$ cat src/frame_ram.sv
`timescale 1ns/100ps

module frame_ram #(
	parameter int WIDTH = 8,
	parameter int DEPTH = 256
) (
	input  logic                     clk,
	input  logic                     we,
	input  logic [$clog2(DEPTH)-1:0] waddr,
	input  logic [WIDTH-1:0]         wdata,
	input  logic [$clog2(DEPTH)-1:0] raddr,
	output logic [WIDTH-1:0]         rdata
);

	logic [WIDTH-1:0] mem [DEPTH];

	// one write port, one registered read port
	// read during write of the same address gives the old word
	always_ff @(posedge clk) begin
		if (we) mem[waddr] <= wdata;
		rdata <= mem[raddr];
	end

endmodule

$ cat config.mk
export PLATFORM = sky130hd
export DESIGN_NAME = frame_ram
export DESIGN_NICKNAME = d
export VERILOG_FILES = /design/src/frame_ram.sv
export SDC_FILE = /design/constraint.sdc
export NUM_CORES = 2
export LEC_CHECK = 0
export ABC_AREA = 1
export ABC_CLOCK_PERIOD_IN_PS = 2500
export BUFFER_PORTS_ARGS = -buffer_cell sky130_fd_sc_hd__buf_4
export CORE_MARGIN = 2
export CORE_UTILIZATION = 40
export CTS_BUF_LIST = sky130_fd_sc_hd__clkbuf_8 sky130_fd_sc_hd__clkbuf_16
export DETAILED_ROUTE_END_ITERATION = 8
export SETUP_SLACK_MARGIN = 0.3
export SLEW_MARGIN = 20
export SYNTH_ARGS = -nofsm -noshare
export SYNTH_HDL_FRONTEND = slang
export SYNTH_SLANG_ARGS = --single-unit
export TNS_END_PERCENT = 30
$ cat constraint.sdc
create_clock -name clk -period 2.5 [get_ports clk]
set_input_delay 0.375 -clock clk [delete_from_list [all_inputs] [get_ports clk]]
set_output_delay 0.375 -clock clk [all_outputs]
set_load 0.02 [all_outputs]
# After elaboration in Yosys (flattened, before gate mapping)
# Memory sizes are Yosys's and may differ from the RTL's. A register that Yosys moved wholly into a read port is not among the register bits.
# Index checks and enable logic that the tools add are counted.
op_classes:
  n_mux: 2
ops:
  columns: ["cell", "count"]
  rows:
  - ["2-to-1 mux 1 bit", 2]
word_totals:
  n_memories: 1
  input_bits: 26
  register_bits: 0
  out_inout_bits: 8
  mem_bits_rw: 2048
  wordCells: 3
memory_table:
  columns: ["name", "words", "word_bits", "read_ports", "rd_clocked_by_memory_dff", "write_ports", "line", "text"]
  rows:
  - ["mem", 256, 8, 1, 1, 1, "15", "logic [WIDTH-1:0] mem [DEPTH];"]

# Longest topological paths before layout
logic_depth:
  depth_word: 2
  ltp_mapped: 15
  mapped_depth_nobuf: 11

# Least setup slack after synthesis
# No wires, ideal clock.
synth_timing:
  path_type: "input -> register"
  startpoint: "in we"
  endpoint: "mem mem[162][0] (enable)"
  path_buffers: 2
  arrival_ns: 1.496
  slack_ns: 0.634
  cell_stages: 4
  setup_time_ns: 0.370
  required_time_ns: 2.130
  cell_sequence: "clkbuf_1 -> nand3_1 -> clkbuf_1 -> nor2_1"
synth_between:
  elab_chain_cells: 2
synth_lines:
  columns: ["item", "line", "text"]
  rows:
  - ["start, declared", "8", "input logic we,"]
  - ["2-to-1 mux 1 bit", "20", "if (we) mem[waddr] <= wdata;"]
  - ["2-to-1 mux 1 bit (not written as such)", "20", null]
  - ["end, declared", "15", null]
# Every way passes these cells.

# Worst setup path after layout
layout_timing:
  startpoint: "reg rdata[4], read port of mem"
  endpoint: "out rdata[4]"
layout_lines:
  columns: ["item", "line", "text"]
  rows:
  - ["start, declared", "12", "output logic [WIDTH-1:0] rdata"]
# No word-level cell between the ends.

==> metrics.md <==
| Metric | Value |
|---|---|
| Status | finished clean |
| Synth warnings | 0 |
| Clk root buf | clkbuf_16 |
| GRT overflow | 0 |
| Slew headroom | 0.2261 |
| GP Congestion | 0.8732 |
| Final Hold Viols | 0 |
| Post-synthesis sequential area ratio | 0.7394 |
| PostCTS Resize Cnt | 0 |
| Top Family by Delay on Critical Path | flip-flops |
| NumNets Final | between 7000 and 8000 |
| Total Negative Setup Slacks | 0 ps |
| Placed cells | 9922 |
| Clock Latency Late Sink | 850 ps |
| Syn Nets | 7029 |
| Row Count | 167 |
| Largest net degree at the start of global routing | 127 |
| Crit path from | rdata[4]$_DFF_P_ |
| Fin crit period | 2086 ps |
| Unique masters post-synth | 14 |
| Setup Crit Path Kind | register to output pin |
| Core Area | 207100 um2 |
| Max-Cap Viols | 0 |
| First drt pass iteration count | 8 |
| Reg-to-Reg Start | mem[128][2]$_DFFE_PP_ |
| Cells after Synth | 7003 |
| CP Max Fanout | 1 |
| Hold wc startpoint | wdata[4] |
| Initial drt markers | 6636 |
| WP data required | 2120 ps |
| Buf+Inv Stages, Crit Path | 1 |
| Via count | 56050 |
| Setup Skew | 36.76 ps |
| #FFs+latches synth | about 2100 |
| Highest Clock Rate | 479.5 MHz |
| Cell Count, Final, Fillers Out | roughly 10000 |
| Area post-placement | 90890 um2 |
| LEAKAGE | 34.78 nW |
| Total GRT Usage | 0.2247 |
| Initial antenna violation count | 12 |
| Worst Path Arrival | 1710 ps |
| Initial Util | 0.4027 |
| Syn Area/Cell | 11.91 um2 |
| Worst Setup End Kind | output pin |
| Residual DRC count | 0 |
| # Post-CTS Setup Buffers | 0 |
| Routed Antenna Nets | 0 |
| Port Buf Inserts | 33 |
| Final setup fails | 0 |
| VDD IR max | 0.0007723 V |
| Startpoint types | register |
| DIE HEIGHT | 460.6 um |
| Dpl hpwl | around 150000 um |
| RSZ-0062 raised after global routing | no |
| Commonest non-fill, non-tap cell in the layout | nand2_1 |
| Routed len/inst | 23.28 um |
| Slowest stage delay, CP | 610 ps |
| P&R area growth vs syn | 17.06% |
| Layout cells sized above 1 | 0.1213 |
| Commonest non-fill, non-tap cells in the layout | 2113 x nand2_1, 2048 x edfxtp_1, 2019 x nand3_1 |
| DR vias/cell | roughly 5.4 |
| Final WL | 240200 um |
| Fin crit share | 0.8343 |
| Vias in the first global route | ~54000 |
| CP cell instances | buf_4 |
| H-tree lvl count | 4 |
| Final slew viol count | 0 |
| Top-Level Pins | 34 |
| Power Density | about 750 nW/um2 |
| Die X | 460.6 um |
| CTS Sinks | 2056 |
| Die area | 212200 um2 |
| First-pass GRT wire length | ~360000 um |
| CP max-delay cell | dfxtp_1 |
| Maximum clock insertion buffer count | 3 |
| CTS tree | done |
| Reg clk slew, reported paths | 60 ps |
| Worst-Margin Slew | 1158 ps |
| Post-Synthesis Cell Area | 83400 um2 |
| Total CTS buffers | 208 |
| Fin area | 97630 um2 |
| Hold crit path type | primary input to register |
## area by class of cell
cell class | count | area, um2
repair buffers | 621 | 6467
clock inverters | 175 | 1408
clock buffers | 210 | 5255
flip-flops and latches | 2056 | 61660
diodes | 3 | 7.507
inverters | 39 | 180.2
fillers | 18270 | 109400
well taps | 2788 | 3488
multi-input cells | 4425 | 19160
## metal layers
| layer | vias up | track usage | part of all wire |
|---|---|---|---|
| li1 | 25570 | - | - |
| met1 | 27590 | 0.3090 | 0.41 |
| met2 | 2437 | 0.3564 | 0.47 |
| met3 | 451 | 0.03528 | 0.078 |
| met4 | 4 | 0.09190 | 0.043 |
| met5 | - | 0 | 0.00011 |
## cell families after synthesis
logic type | count (synthesis) | share of synthesized area
buf+inv | 522 | 0.03119
flops | 2056 | 0.7394
simple gates | 4425 | 0.2295
## repair_timing
action                                  4_1_cts  5_1_grt
endpoints found under the hold margin       168        0
endpoints found under the setup margin        0        0
hold buffers                                  7        0
## stage by stage
stage	hold slack, ps	utilization	power (mW)	setup WS [ps]
finish	67.65	0.4715	73.28	414.3
global route	51.03	0.4715	75.39	354.5
CTS	18.70	0.4714	73.66	347.8
detailed placement	733.7	0.4389	43.67	-396.9
global placement	745.5	0.4389	43.64	-374.0
floorplan	473.9	-	41.12	633.5
## flip-flops by register name, summed over array words and instances (netlist names)
name   count
rdata      8
mem     2048
## final timing paths
kind	to	slack, ps	cells after the start
worst min register to register	rdata[4]$_DFF_P_	980	10
worst max register to register	rdata[2]$_DFF_P_	520	10
worst min-delay path	mem[179][4]$_DFFE_PP_	70	1
worst max-delay path	rdata[4]	410	1
## power by group
group | switching (mW) | internal, mW
logic | 3.48 | 1.44
registers | 0.0679 | 38.0
clock network | 13.2 | 17.1
total | 16.7 | 56.5
## synthesized netlist by cell type
master,n,share of area
buf_1,40,0.0018
nand2_1,2123,0.096
dfxtp_1,8,0.0019
inv_1,36,0.0016
buf_6,16,0.0022
inv_2,2,0.000090
edfxtp_1,2048,0.74
nor2_1,283,0.013
clkbuf_1,112,0.0050
buf_4,46,0.0041
inv_4,1,0.000075
nand3_1,2019,0.12
buf_8,1,0.00018
buf_2,268,0.016
Note: power is estimated with default switching activity, not from simulation.
