===== src/frame_defines.svh =====
`ifndef FRAME_DEFINES_SVH
`define FRAME_DEFINES_SVH

////////////////////////////////////////////////////////////
// frame geometry
////////////////////////////////////////////////////////////

// pixels per row
`define FRAME_WIDTH 320
// rows per frame
`define FRAME_HEIGHT 240

////////////////////////////////////////////////////////////
// datapath and flow control
////////////////////////////////////////////////////////////

// integral entry width, 320x240 pixels of grey 17 fit in 21 bits
`define INT_BITS 24
// beats the sink can take before its first credit comes back
`define OUT_CREDITS 4

`endif


===== src/integral_pkg.sv =====
`include "frame_defines.svh"

package integral_pkg;

	////////////////////////////////////////////////////////////
	// memory addressing
	////////////////////////////////////////////////////////////

	// entries per frame, one per pixel
	localparam int FRAME_PIXELS = `FRAME_WIDTH * `FRAME_HEIGHT;
	localparam int ADDR_BITS = $clog2(FRAME_PIXELS);

	// raster address, row * width + col
	typedef logic [ADDR_BITS-1:0] frame_addr_t;

	////////////////////////////////////////////////////////////
	// integral values and output stream
	////////////////////////////////////////////////////////////

	// unsigned sum over the rectangle up to (row, col)
	typedef logic [`INT_BITS-1:0] integral_t;

	// output beat, last marks the final entry of a frame
	typedef struct packed {
		logic      valid;
		logic      last;
		integral_t value;
	} int_beat_t;

endpackage


===== src/integral_readout.sv =====
`timescale 1ns/100ps
`include "frame_defines.svh"

module integral_readout import integral_pkg::*; (
	input  logic        clk,
	input  logic        reset,
	input  logic        compute_done,
	input  logic        credit_return,
	output frame_addr_t int_raddr,
	input  integral_t   int_rdata,
	output int_beat_t   int_out,
	output logic        readout_done
);

	// headroom for credits that come back late
	localparam int CREDIT_BITS = $clog2(2 * `OUT_CREDITS + 1);
	localparam logic [CREDIT_BITS-1:0] FULL_CREDITS = CREDIT_BITS'(`OUT_CREDITS);
	localparam frame_addr_t LAST_ADDR = frame_addr_t'(FRAME_PIXELS - 1);

	logic                   active;
	logic [CREDIT_BITS-1:0] credits;
	logic                   issue;
	logic                   issue_last;
	logic                   beat_valid;
	logic                   beat_last;

	// a read only goes out against a credit
	assign issue = active && (credits != '0);
	assign issue_last = issue && (int_raddr == LAST_ADDR);

	////////////////////////////////////////////////////////////
	// credit and read control
	////////////////////////////////////////////////////////////

	always_ff @(posedge clk) begin
		if (reset) begin
			active <= 1'b0;
			credits <= FULL_CREDITS;
			beat_valid <= 1'b0;
			beat_last <= 1'b0;
		end else begin
			if (compute_done) active <= 1'b1;
			else if (issue_last) active <= 1'b0;
			// full credit again once the frame is out
			if (readout_done) begin
				credits <= FULL_CREDITS;
			end else begin
				credits <= credits + CREDIT_BITS'(credit_return) - CREDIT_BITS'(issue);
			end
			// flags wait one cycle for the memory data
			beat_valid <= issue;
			beat_last <= issue_last;
		end
	end

	// address walks in raster order, parked at zero between frames
	always_ff @(posedge clk) begin
		if (!active) int_raddr <= '0;
		else if (issue) int_raddr <= int_raddr + 1'b1;
	end

	////////////////////////////////////////////////////////////
	// output beat
	////////////////////////////////////////////////////////////

	assign int_out = '{valid: beat_valid, last: beat_last, value: int_rdata};

	// same cycle as the last beat
	assign readout_done = beat_valid && beat_last;

endmodule


===== config.mk =====
export PLATFORM = sky130hd
export DESIGN_NAME = integral_readout
export DESIGN_NICKNAME = d
export VERILOG_FILES = /design/src/integral_pkg.sv /design/src/integral_readout.sv
export VERILOG_INCLUDE_DIRS = /design/src
export SDC_FILE = /design/constraint.sdc
export NUM_CORES = 1
export LEC_CHECK = 0
export BUFFER_PORTS_ARGS = -buffer_cell sky130_fd_sc_hd__buf_2
export CORE_MARGIN = 3
export CORE_UTILIZATION = 44
export CTS_CLUSTER_SIZE = 30
export DETAILED_ROUTE_END_ITERATION = 8
export GPL_TIMING_DRIVEN = 0
export PLACE_DENSITY = 0.84
export SLEW_MARGIN = 20
export SYNTH_ARGS = -nofsm -noshare
export SYNTH_HDL_FRONTEND = slang
export SYNTH_SLANG_ARGS = --single-unit

===== constraint.sdc =====
create_clock -name clk -period 2.7 [get_ports clk]
set_clock_uncertainty 0.2 [all_clocks]
set_input_delay 0 -clock clk [delete_from_list [all_inputs] [get_ports clk]]
set_output_delay 0 -clock clk [all_outputs]
set_load 0.02 [all_outputs]

Word level (Yosys, flattened, before mapping)
Cells that the tools add are included.
W data, S select, Z words.
{"block": "totals", "elab_cells": 17, "output_inout_bits": 44, "input_bits": 28, "ff_bits": 24}
{"block": "op_classes", "addsub": 3, "n_reduce_logical": 6, "n_eq_ne": 1, "muxes": 2}
{"op": "$add A17 B1 Y17 const B", "count": 1}
{"op": "$eq A17 B17 Y1 const B", "count": 1}
{"op": "$add A4 B1 Y4", "count": 1}
{"op": "$reduce_bool A4 Y1", "count": 1}
{"op": "$sub A4 B1 Y4", "count": 1}
{"op": "$logic_and A1 B1 Y1", "count": 3}
{"op": "$mux W1", "count": 2}
{"op": "$reduce_bool A2 Y1", "count": 1}
{"op": "$reduce_or A2 Y1", "count": 1}

Depth between registers and ports, before layout
{"block": "depth", "ltp_word": 5, "depth_mapped": 11, "depth_no_buf": 11}

Worst setup path before layout
No wires, ideal clock.
{"block": "synth_timing", "path_type": "flip-flop to flip-flop", "start": "register credits[2]", "end": "register credits[2]", "required_time_ps": 2383, "arrival_ps": 2108, "stages_incl_launch_ff": 12, "setup_time_ps": 117, "period_less_slack_ps": 2425, "path_buffers": 0, "setup_slack_ps": 275, "path_cell_list": "dfxtp_1 > inv_1 > ha_1 > nor3b_1 > nor2_1 > ha_1 > inv_1 > ha_1 > inv_1 > fa_1 > xor2_1 > nand2_1"}
{"block": "synth_via", "elab_chain_len": 3, "word_cells_on_any_way": 4, "cone_classes": "2 x add/sub; 2 x reduce/logical"}
{"element": "from (decl)", "line": "integral_readout.sv:21", "text": "logic [CREDIT_BITS-1:0] credits;"}
{"element": "from (signal assigned)", "line": "integral_readout.sv:48", "text": "credits <= credits + CREDIT_BITS'(credit_return) - CREDIT_BITS'(issue);"}
{"element": "$reduce_bool A4 Y1", "line": "integral_readout.sv:28", "text": "assign issue = active && (credits != '0);"}
{"element": "$logic_and A1 B1 Y1", "line": "integral_readout.sv:28"}
{"element": "named net issue", "line": "integral_readout.sv:22", "text": "logic issue;"}
{"element": "$sub A4 B1 Y4", "line": "integral_readout.sv:48"}
The timed path passes the listed nets, and every way through them passes these cells.
A chain may end at the register's enable or synchronous reset.

Worst setup path in the final report
{"block": "layout_timing", "start": "register credits[2]", "end": "register active"}
{"block": "layout_via", "elab_chain_len": 4}
{"element": "$reduce_bool A4 Y1", "line": "integral_readout.sv:28"}
{"element": "$logic_and A1 B1 Y1", "line": "integral_readout.sv:28"}
{"element": "$logic_and A1 B1 Y1", "line": "integral_readout.sv:29", "text": "assign issue_last = issue && (int_raddr == LAST_ADDR);"}
{"element": "$reduce_bool A2 Y1 (no source line)"}
{"element": "to (signal assigned)", "line": "integral_readout.sv:37", "text": "active <= 1'b0;"}
{"element": "to (signal assigned)", "line": "integral_readout.sv:42", "text": "if (compute_done) active <= 1'b1;"}
{"element": "to (signal assigned)", "line": "integral_readout.sv:43", "text": "else if (issue_last) active <= 1'b0;"}
{"element": "to (decl)", "line": "integral_readout.sv:20", "text": "logic active;"}
Every way passes these cells.

==> impl_metrics.py <==
metrics = {
    "outcome": {
        "status": "finished, final reports clean",
    },
    "job": {
        "maxCapViolCount": 0,
    },
    "place": {
        "dp_hpwl_um": 2080,
        "portBuffers": 47,
        "gp_congestion": 0.805,
    },
    "sta": {
        "finalCritPeriodShare": 0.952,
        "rsz0062_at_grt": "false",
        "hold_slack_ns": 0.0176,
        "slew_headroom": 0.780,
        "timing.final.crit_period_ns": 2.57,
        "fmax_mhz": 389,
        "tightest_slew_ns": 0.329,
        "slew_violations": 0,
        "finalSetupViolCount": 0,
        "hold_viol": 0,
    },
    "synthesis": {
        "synthDistinctLibCells": 31,
        "yosys-top-cells-area": "dfxtp_1 (36%), buf_4 (14%), ha_1 (5.6%), nor2_1 (3.6%), a21oi_1 (3.3%)",
        "synth-seq-cells": 24,
        "post_synth.cell_area_avg_sq_um": 8.61,
        "yosysTopAreaCell": "dfxtp_1",
        "ys_seq_area_frac": 0.355,
        "ys.flop_type": "dfxtp_1",
        "synth_most_common_cell": "buf_4",
        "syn_area_sq_um": 1350,
        "synth_edf_count": 0,
        "yosysWarningCount": 0,
        "synthArstFlopShare": 0,
        "synth_top_area_frac": 0.355,
        "synthCells": 157,
        "synth_fp_nets": 192,
        "ys_top_cells_by_count": "buf_4 (26), dfxtp_1 (24), nor2_1 (13)",
    },
    "routing": {
        "drtIter0Drc": 17,
        "antenna_left": 0,
        "vias": 1231,
        "wl_per_cell_um": 11.4,
        "drc": 0,
        "dr.pass1.iters": 4,
        "routed_wl_um": 2790,
        "viasPerCell": 5.05,
    },
    "floorplanning": {
        "chipHeight_um": 61.4,
        "chipWidth_um": 61.4,
        "die_area_sq_um": 3780,
        "core-area_sq_um": 2850,
        "start_util": 0.474,
        "ios": 72,
        "rows": 19,
    },
    "clock_tree": {
        "clk_pin_slew_ns": 0.13,
        "cts_root_buf": "clkbuf_4",
        "cts_buffer_depth": 2,
        "cts_sinks": 24,
        "clk_latency_ns": 0.31,
        "h-tree-depth": 1,
        "tritoncts": "built",
        "cts_buffers": 3,
    },
    "layout": {
        "area_delta_synth_final_pct": 27.2,
        "drive_above_1_share": 0.408,
        "antennaDiodeCount": 0,
        "finalNetCount": 249,
        "n_fill_cell": 272,
        "postLayoutCoreUtil": 0.603,
    },
    "grt": {
        "grt_max_degree": 14,
        "grt_antenna_before_repair": 0,
        "gr-usage-all-layers": 0.149,
        "first_global_vias": 1019,
        "overflow": 0,
        "grt_pass1_wl_um": 4270,
    },
    "worst_setup_path": {
        "ff2ff_setup_slack_ns": 0.13,
        "r2r-start": "credits[2]",
        "cp.required_ns": 2.71,
        "startpoint_type": "flop",
        "reg2reg_depth": 8,
        "cp_max_fo": 10,
        "criticalPathCategory": "reg2reg",
        "crit_path_end_kind": "flop",
        "crit_arrival_ns": 2.58,
        "r2r_end": "active",
    },
    "min_path": {
        "holdPathStages": 2,
        "worstHoldEndpoint": "int_out[3]",
        "hp-class": "in2out",
        "worstHoldStart": "int_rdata[3]",
    },
    "pwr": {
        "vdd_drop_max_v": 0.000370,
        "power_leakage_uw": 0.000834,
        "powerDensity_nw_per_um2": 530,
        "total_power_uw": 912,
    },
}
==> final cells by class <==
class / instances / area (sq um) / area share
repair buffers: 52 / 280 / 0.163
well taps: 31 / 38.8 / 0.0225
flip-flops and latches: 24 / 480 / 0.279
multi-input cells: 92 / 624 / 0.363
inverters: 12 / 45.0 / 0.0262
plain buffers: 29 / 215 / 0.125
clock buffers: 4 / 36.3 / 0.0211
==> sequential cells by signal (all words and copies together) (netlist names) <==
name,count
active,1
beat_last,1
beat_valid,1
credits,4
int_raddr,17
==> kinds of logic (layout without fill, tap and decap cells) <==
family          count (synthesis)  after routing  share of synthesized area
simple gates                   56             56                      0.228
buf+inv                        41             97                      0.191
flops                          24             24                      0.355
compound gates                 17             17                     0.0740
xor+xnor                        8              8                     0.0518
fa+ha+maj                       7              7                     0.0703
mux                             4              4                     0.0296
==> critical path, stage by stage (launching register included) <==
cell           delay [ns]
dfxtp_1              0.33
inv_1                0.05
ha_1                 0.22
nor3b_4              0.19
or4_4                0.56
buf_6                0.16
o21ai_1              0.13
a21oi_1              0.07
dlygate4sd3_1        0.56
==> timing repair <==
| item | in CTS | in global routing |
|---|---|---|
| hold buffers | 3 | 0 |
| endpoints found under the setup margin | 1 | 3 |
| pin swaps | 0 | 1 |
| hold endpoints to repair | 7 | 0 |
| setup buffers | 0 | 2 |
| resized for setup | 1 | 4 |
==> layer usage <==
metal  track usage  vias to the layer above  share of wire
met1         0.186                      553           0.46
met4        0.0242                        0         0.0036
met5             0                        -              0
li1              -                      624              -
met2         0.260                       52           0.45
met3        0.0398                        2          0.081
==> cell usage in the layout (no fill, tap or decap), types with 2 or more instances in the layout <==
cell type,count
buf_2,47
buf_4,28
dfxtp_1,24
nor2_1,13
inv_1,12
nand2_1,11
a21oi_1,9
ha_1,6
nand4_1,5
o31ai_1,5
or4_1,5
xnor2_1,4
xor2_1,4
nand3_1,4
mux2i_1,4
and3_1,3
nor3_1,3
clkbuf_4,3
dlygate4sd3_1,3
and2_1,2
or2_2,2
==> worst max path at each step <==
stage	slack (ns)	cells after the start	to	startpoint
6_report	0.13	8	active	credits[2]
5_1_grt	0.008	8	active	credits[2]
4_1_cts	0.1	8	active	credits[2]
3_5_place_dp	-0.01	11	credits[2]	credits[2]
3_3_place_gp	-0.01	11	credits[2]	credits[2]
2_1_floorplan	0.27	11	credits[2]	credits[2]
==> where the power goes <==
| part | internal, uW | switching, uW |
|---|---|---|
| Sequential | 387 | 38.8 |
| Clock | 82.3 | 105 |
| Combinational | 147 | 152 |
| Total | 616 | 296 |
==> per-stage QoR <==
stage	TNS [ns]	cell area (sq um)	std cells	setup slack, ns
floorplan	0	1350	157	0.275
global placement	-0.0136	1630	235	-0.0136
detailed placement	-0.00956	1630	235	-0.00956
CTS	0	1700	242	0.0973
global route	0	1720	244	0.00769
finish	0	1720	244	0.130
Note: power is estimated with default switching activity, not from simulation.
