## config.mk

```make
export PLATFORM = sky130hd
export DESIGN_NAME = frame_capture
export DESIGN_NICKNAME = d
export VERILOG_FILES = /design/src/pixel_pkg.sv /design/src/integral_pkg.sv /design/src/frame_capture.sv
export VERILOG_INCLUDE_DIRS = /design/src
export SDC_FILE = /design/constraint.sdc
export NUM_CORES = 1
export LEC_CHECK = 0
export ABC_CLOCK_PERIOD_IN_PS = 1790
export BUFFER_PORTS_ARGS = -buffer_cell sky130_fd_sc_hd__buf_2
export CORE_MARGIN = 1.5
export CORE_UTILIZATION = 45
export DETAILED_ROUTE_END_ITERATION = 7
export PLACE_DENSITY = 0.72
export SKIP_LAST_GASP = 1
export SLEW_MARGIN = 0
export SYNTH_ARGS = -nofsm -noshare
export SYNTH_HDL_FRONTEND = slang
export SYNTH_SLANG_ARGS = --single-unit
```

## constraint.sdc

```tcl
create_clock -name clk -period 1.79 [get_ports clk]
set_input_delay 0.2685 -clock clk [delete_from_list [all_inputs] [get_ports clk]]
set_output_delay 0.2685 -clock clk [all_outputs]
set_load 0.05 [all_outputs]
```

## src/frame_defines.svh

```systemverilog
`ifndef FRAME_DEFINES_SVH
`define FRAME_DEFINES_SVH

////////////////////////////////////////////////////////////
// frame geometry
////////////////////////////////////////////////////////////

// pixels per row
`define FRAME_WIDTH 320
// rows per frame
`define FRAME_HEIGHT 240

////////////////////////////////////////////////////////////
// datapath and flow control
////////////////////////////////////////////////////////////

// integral entry width, 320x240 pixels of grey 17 fit in 21 bits
`define INT_BITS 24
// beats the sink can take before its first credit comes back
`define OUT_CREDITS 4

`endif

```

## src/pixel_pkg.sv

```systemverilog
package pixel_pkg;

	////////////////////////////////////////////////////////////
	// input pixel side
	////////////////////////////////////////////////////////////

	// one RGB332 colour pixel, red in the top bits
	typedef struct packed {
		logic [2:0] red;
		logic [2:0] green;
		logic [1:0] blue;
	} rgb332_t;

	// grey value, sum of the three colour fields
	// max 7 + 7 + 3, so 8 bits leave plenty of room
	typedef logic [7:0] grey_t;

	// one beat of the camera stream
	// no ready, the source cannot stall
	typedef struct packed {
		logic    valid;
		logic    sof;
		rgb332_t pixel;
	} pixel_beat_t;

endpackage

```

## src/integral_pkg.sv

```systemverilog
`include "frame_defines.svh"

package integral_pkg;

	////////////////////////////////////////////////////////////
	// memory addressing
	////////////////////////////////////////////////////////////

	// entries per frame, one per pixel
	localparam int FRAME_PIXELS = `FRAME_WIDTH * `FRAME_HEIGHT;
	localparam int ADDR_BITS = $clog2(FRAME_PIXELS);

	// raster address, row * width + col
	typedef logic [ADDR_BITS-1:0] frame_addr_t;

	////////////////////////////////////////////////////////////
	// integral values and output stream
	////////////////////////////////////////////////////////////

	// unsigned sum over the rectangle up to (row, col)
	typedef logic [`INT_BITS-1:0] integral_t;

	// output beat, last marks the final entry of a frame
	typedef struct packed {
		logic      valid;
		logic      last;
		integral_t value;
	} int_beat_t;

endpackage

```

## src/frame_capture.sv

```systemverilog
`timescale 1ns/100ps

module frame_capture import pixel_pkg::*, integral_pkg::*; (
	input  logic        clk,
	input  logic        reset,
	input  logic        start,
	input  logic        readout_done,
	input  pixel_beat_t pix_in,
	output logic        src_we,
	output frame_addr_t src_waddr,
	output grey_t       src_wdata,
	output logic        capture_done,
	output logic        busy
);

	typedef enum logic [1:0] {
		ST_IDLE,
		ST_ARMED,
		ST_CAPTURE,
		ST_BUSY
	} state_t;

	localparam frame_addr_t LAST_ADDR = frame_addr_t'(FRAME_PIXELS - 1);

	state_t      state;
	frame_addr_t addr_cnt;
	logic        take;
	logic        take_last;
	logic        wr_last;
	grey_t       grey;

	// beat goes into the frame: first sof while armed, then every valid one
	// a sof mid-frame is just another pixel
	assign take = pix_in.valid &&
		((state == ST_ARMED && pix_in.sof) || state == ST_CAPTURE);
	assign take_last = take && (addr_cnt == LAST_ADDR);

	// grey = r + g + b, fields zero extended
	assign grey = grey_t'(pix_in.pixel.red) + grey_t'(pix_in.pixel.green) +
		grey_t'(pix_in.pixel.blue);

	// high from arm until the readout finishes
	assign busy = (state != ST_IDLE);

	////////////////////////////////////////////////////////////
	// frame state
	////////////////////////////////////////////////////////////

	always_ff @(posedge clk) begin
		if (reset) begin
			state <= ST_IDLE;
		end else begin
			case (state)
				ST_IDLE: if (start) state <= ST_ARMED;
				ST_ARMED: begin
					if (take_last) state <= ST_BUSY;
					else if (take) state <= ST_CAPTURE;
				end
				ST_CAPTURE: if (take_last) state <= ST_BUSY;
				// compute and readout run here, start is ignored
				default: if (readout_done) state <= ST_IDLE;
			endcase
		end
	end

	// write strobe, then done one cycle after the last write
	always_ff @(posedge clk) begin
		if (reset) begin
			src_we <= 1'b0;
			wr_last <= 1'b0;
			capture_done <= 1'b0;
		end else begin
			src_we <= take;
			wr_last <= take_last;
			capture_done <= wr_last;
		end
	end

	////////////////////////////////////////////////////////////
	// raster address and write data
	////////////////////////////////////////////////////////////

	always_ff @(posedge clk) begin
		// counter sits at zero until the frame starts
		if (state == ST_IDLE) addr_cnt <= '0;
		else if (take) addr_cnt <= addr_cnt + 1'b1;
		src_waddr <= addr_cnt;
		src_wdata <= grey;
	end

endmodule

```

=== Word level (Yosys, flattened, before mapping) ===
Cells that the tools add are included.

* Add/sub/neg operators: 3
* Equal/unequal tests: 6
* Mux-type cells: 6
* Reduce and logical (&&, ||, !) cells: 8

{| class="wikitable"
|+ Operators by type and width
! operator !! count
|-
| $add A17 B1 Y17 const B || 1
|-
| $eq A17 B17 Y1 const B || 1
|-
| $mux W2 || 5
|-
| $pmux W2 S3 || 1
|-
| $add A4 B2 Y5 || 1
|-
| $add A3 B3 Y4 || 1
|-
| $ne A2 B2 Y1 const B || 2
|-
| $reduce_and A4 Y1 || 1
|-
| $reduce_bool A4 Y1 || 1
|-
| $logic_and A1 B1 Y1 || 3
|-
| $ne A3 B3 Y1 const B || 1
|-
| $eq A2 B1 Y1 const B || 1
|-
| $eq A2 B2 Y1 const B || 1
|-
| $logic_not A2 Y1 || 1
|-
| $reduce_bool A2 Y1 || 1
|-
| $logic_or A1 B1 Y1 || 1
|}

* Register bits after elaboration: 44
* Output and inout bits: 28

=== Logic depth before layout (Yosys ltp) ===
* Depth in word-level cells: 7
* Mapped depth: 7

=== Worst setup path after synthesis ===
OpenSTA, ideal clock, no wires.

* Path type: register to register
* Start point: register state[0]
* End point: register state[0]
* Library setup time: 0.070 ns
* Arrival: 1.839 ns
* Path slack: -0.119 ns
* Stages on the path, launching flop included: 8
* Period minus slack after synthesis: 1.909 ns
* Cells stage by stage: dfxtp_1 inv_1 ha_1 clkbuf_1 inv_2 o221ai_1 or4_1 a21oi_1

* Longest elaborated chain between the ends: 7
* Elaborated cells between the ends (all ways): 14

{| class="wikitable"
|+ Ends and longest elaborated chain
! item !! line !! text
|-
| from (decl) || frame_capture.sv:25 || <nowiki>state_t state;</nowiki>
|-
| from (signal assigned) || frame_capture.sv:51 || <nowiki>state <= ST_IDLE;</nowiki>
|-
| from (signal assigned) || frame_capture.sv:54 || <nowiki>ST_IDLE: if (start) state <= ST_ARMED;</nowiki>
|-
| from (signal assigned) || frame_capture.sv:56 || <nowiki>if (take_last) state <= ST_BUSY;</nowiki>
|-
| $eq A2 B1 Y1 || frame_capture.sv:35, frame_capture.sv:53 ||
|-
| $logic_and A1 B1 Y1 || frame_capture.sv:35 || <nowiki>((state == ST_ARMED && pix_in.sof) || state == ST_CAPTURE);</nowiki>
|-
| $logic_or A1 B1 Y1 || frame_capture.sv:35 ||
|-
| $logic_and A1 B1 Y1 || frame_capture.sv:34 || <nowiki>assign take = pix_in.valid &&</nowiki>
|-
| $logic_and A1 B1 Y1 || frame_capture.sv:36 || <nowiki>assign take_last = take && (addr_cnt == LAST_ADDR);</nowiki>
|-
| $ne A3 B3 Y1 (no source line), or another cell as far along || - ||
|-
| $reduce_and A4 Y1 (no source line) / $pmux W2 S3 (equally long branches) || - ||
|}

Several ways; a longest one is shown, not always the timed one.
A chain may end at the register's enable or synchronous reset.

=== Worst setup path after layout ===
* Start point: register addr_cnt[15]
* End point: register state[0]

* Longest elaborated chain between the ends: 4
* Elaborated cells between the ends (all ways): 7

{| class="wikitable"
|+ Ends and longest elaborated chain
! item !! line !! text
|-
| from (decl) || frame_capture.sv:26 || <nowiki>frame_addr_t addr_cnt;</nowiki>
|-
| from (signal assigned) || frame_capture.sv:86 || <nowiki>else if (take) addr_cnt <= addr_cnt + 1'b1;</nowiki>
|-
| $eq A17 B17 Y1 * || frame_capture.sv:36 ||
|-
| $logic_and A1 B1 Y1 * || frame_capture.sv:36 ||
|-
| $ne A3 B3 Y1 (no source line), or another cell as far along || - ||
|-
| $reduce_and A4 Y1 (no source line) / $pmux W2 S3 (equally long branches) || - ||
|}

Every way passes the cells marked *; elsewhere a longest branch is shown, timed or not.

==> flow_metrics.env <==
export IMPL_r2r_slack_ns=-0.11
export IMPL_grt_first_pass_wirelength_mm=5.49
export IMPL_h_tree_depth=2
export IMPL_die_h_um=64.0
export IMPL_holdCritPathClass="in2reg"
export IMPL_fin_skew_ns=0.00589
export IMPL_insertion_delay_ns=0.30
export IMPL_ys_ff_latch=44
export IMPL_seq_area_frac_synth=0.526
export IMPL_crit_fanout=3
export IMPL_outcome="finished with violations"
export IMPL_placed_cells=257
export IMPL_avgViaCountPerCell=4.72
export IMPL_multi_input_area_um2=771
export IMPL_worst_slack_ns=-0.105
export IMPL_fin_area_um2=2230
export IMPL_power_density_nw_per_um2=1160
export IMPL_synth_top_family_by_area="simple AND/OR/NAND/NOR gates"
export IMPL_violations="setup timing"
export IMPL_path_cells="or4b_4 -> nor4_4 -> a21boi_2 -> or4_1 -> a21oi_1"
export IMPL_cts_tree="done"
export IMPL_drv_slew=0
export IMPL_post_route_drc_count=0
export IMPL_grt_ovfl_total=0
export IMPL_synth_distinct_cells=35
export IMPL_drtAntennaViolNets=0
export IMPL_ys_flop_type="dfxtp_1"
export IMPL_cp_required_ns=2.02
export IMPL_syn_area_um2=1670
export IMPL_syn_inst=157
export IMPL_fin_nets=245
export IMPL_final_cell_mix="dfxtp_1, buf_2, buf_4, nor2_1, inv_1"
export IMPL_cts_buffers_inserted=5
export IMPL_die_w_um=64.0
export IMPL_finalSetupViolCount=2
export IMPL_wl_per_cell_um=12.3
export IMPL_fin_hold_ws_ns=0.196
export IMPL_synth_compound_area_frac=0.0374
export IMPL_num_rows=21
export IMPL_end_kind="register"
export IMPL_synth_edff_count=0
export IMPL_core_um2=3440
export IMPL_drtIter0Drc=62
export IMPL_die_area_um2=4100
export IMPL_final_common_cell="dfxtp_1"
export IMPL_dp_hpwl_mm=2.37
export IMPL_grt_usage=0.176
export IMPL_grt_max_degree=14
export IMPL_drive_gt1_frac=0.380
export IMPL_peakVddDrop_v=0.000501
export IMPL_syn_area_per_cell_um2=10.7
export IMPL_synth_simple_area_share=0.192
export IMPL_grt_pass1_vias=1294
export IMPL_port_buffers=38
export IMPL_fin_cells=267
export IMPL_fillers=268
export IMPL_grt_antenna_before_repair=0
export IMPL_cp_start_kind="register"
export IMPL_drt_total_wl_mm=3.28
export IMPL_period_minus_slack_ns=1.90
export IMPL_place_congestion=0.842
export IMPL_clkSlewWorstSetupHoldPaths_ns=0.08
export IMPL_arrival_ns=2.12
export IMPL_critPathKind="reg2reg"
export IMPL_cts_buffer_depth=2
export IMPL_num_vias=1259
export IMPL_antenna_cells=0
export IMPL_synthXorXnorAreaFrac=0.0889
export IMPL_max_freq_mhz=528
export IMPL_dpl_cell_area_um2=2050
export IMPL_place_worst_setup_slack_ns=-0.0795
export IMPL_p_leak_nw=1.03
export IMPL_ff_latch_area_um2=887
export IMPL_drv_cap=0
export IMPL_ios=42
export IMPL_hold_violations=0
export IMPL_synthMuxAreaShare=0.00598
export IMPL_ys_warnings_count=0
export IMPL_post_route_period_util=1.06
export IMPL_final_util=0.648
export IMPL_start_util=0.486
export IMPL_synth_adder_area_share=0.0957
export IMPL_tns_ns=-0.123
export IMPL_drt_pass1_iter_count=4
export IMPL_cts_root_buf="clkbuf_8"
export IMPL_syn2layout_area_growth_pct=33.3
export IMPL_critical_path_slowest_cell="or4b_4"
export IMPL_finalPower_mw=2.59
export IMPL_grt_setup_unrepaired="yes"
export IMPL_async_reset_ff_frac=0
export IMPL_cts_sinks=44
export IMPL_crit_path_max_incr_delay_ns=0.55
## worst paths after layout
kind | to | cells after the start | start
setup / recovery | state[0] | 5 | addr_cnt[15]
hold / removal | state[0] | 2 | reset
setup reg to reg | state[0] | 5 | addr_cnt[15]
hold reg to reg | src_waddr[11] | 0 | addr_cnt[11]
## area by class of cell
type,count,share of cell area
inverters,15,0.0275
clock buffers,6,0.0325
well taps,46,0.0258
flip-flops and latches,44,0.397
multi-input cells,95,0.345
repair buffers,59,0.156
clock inverters,2,0.0157
## logic make-up (layout without fill, tap and decap cells)
group,after synthesis,after routing
buffers and inverters,20,82
AND/OR/NAND/NOR,54,54
other,1,3
multiplexers,1,1
flip-flops,44,44
XOR/XNOR,17,17
AO/OA/AOI/OAI,9,9
adder cells (fa/ha/maj),11,11
## report_power, final
group,total (mW),switching (mW),internal (mW)
Clock,0.736,0.322,0.414
Sequential,1.07,0.0344,1.03
Combinational,0.787,0.488,0.298
Total,2.59,0.845,1.75
## flip-flops by register name, indices dropped and copies added (netlist names)
signal        cells
addr_cnt         17
capture_done      1
src_waddr        17
src_wdata         5
src_we            1
state             2
wr_last           1
## worst max-delay path: cells and delay by family, from the launching register on
kind	cells	cell delay, ns
AO/OA/AOI/OAI	2	0.25
AND/OR/NAND/NOR	3	1.26
flip-flops	1	0.32
## synth_stat cells (2+ instances only)
cell type,count,share of area
ha_1,8,0.060
inv_1,14,0.031
o21ai_0,2,0.0060
nand4_1,5,0.019
nor2_1,19,0.043
nand3_1,4,0.012
buf_4,3,0.013
a21oi_1,3,0.0090
clkbuf_1,2,0.0045
dfxtp_1,44,0.53
nor2b_1,4,0.015
nand2_1,8,0.018
fa_1,3,0.036
xor2_1,10,0.052
or4_1,2,0.0090
xnor2_1,7,0.037
## routing by layer
layer | track usage | part of all wire | wire [µm]
met1 | 0.183 | 0.39 | 1280
met2 | 0.307 | 0.54 | 1760
met3 | 0.0581 | 0.050 | 164
met4 | 0.101 | 0.023 | 76
met5 | 0 | 0 | 0
## what timing repair did
action,4_1_cts,5_1_grt
gates cloned,0,0
gates resized for setup,5,10
hold buffers,0,0
setup endpoints to repair,7,5
pin swaps,0,2
buffers inserted,2,0
Power figures use the tool's default switching activity.
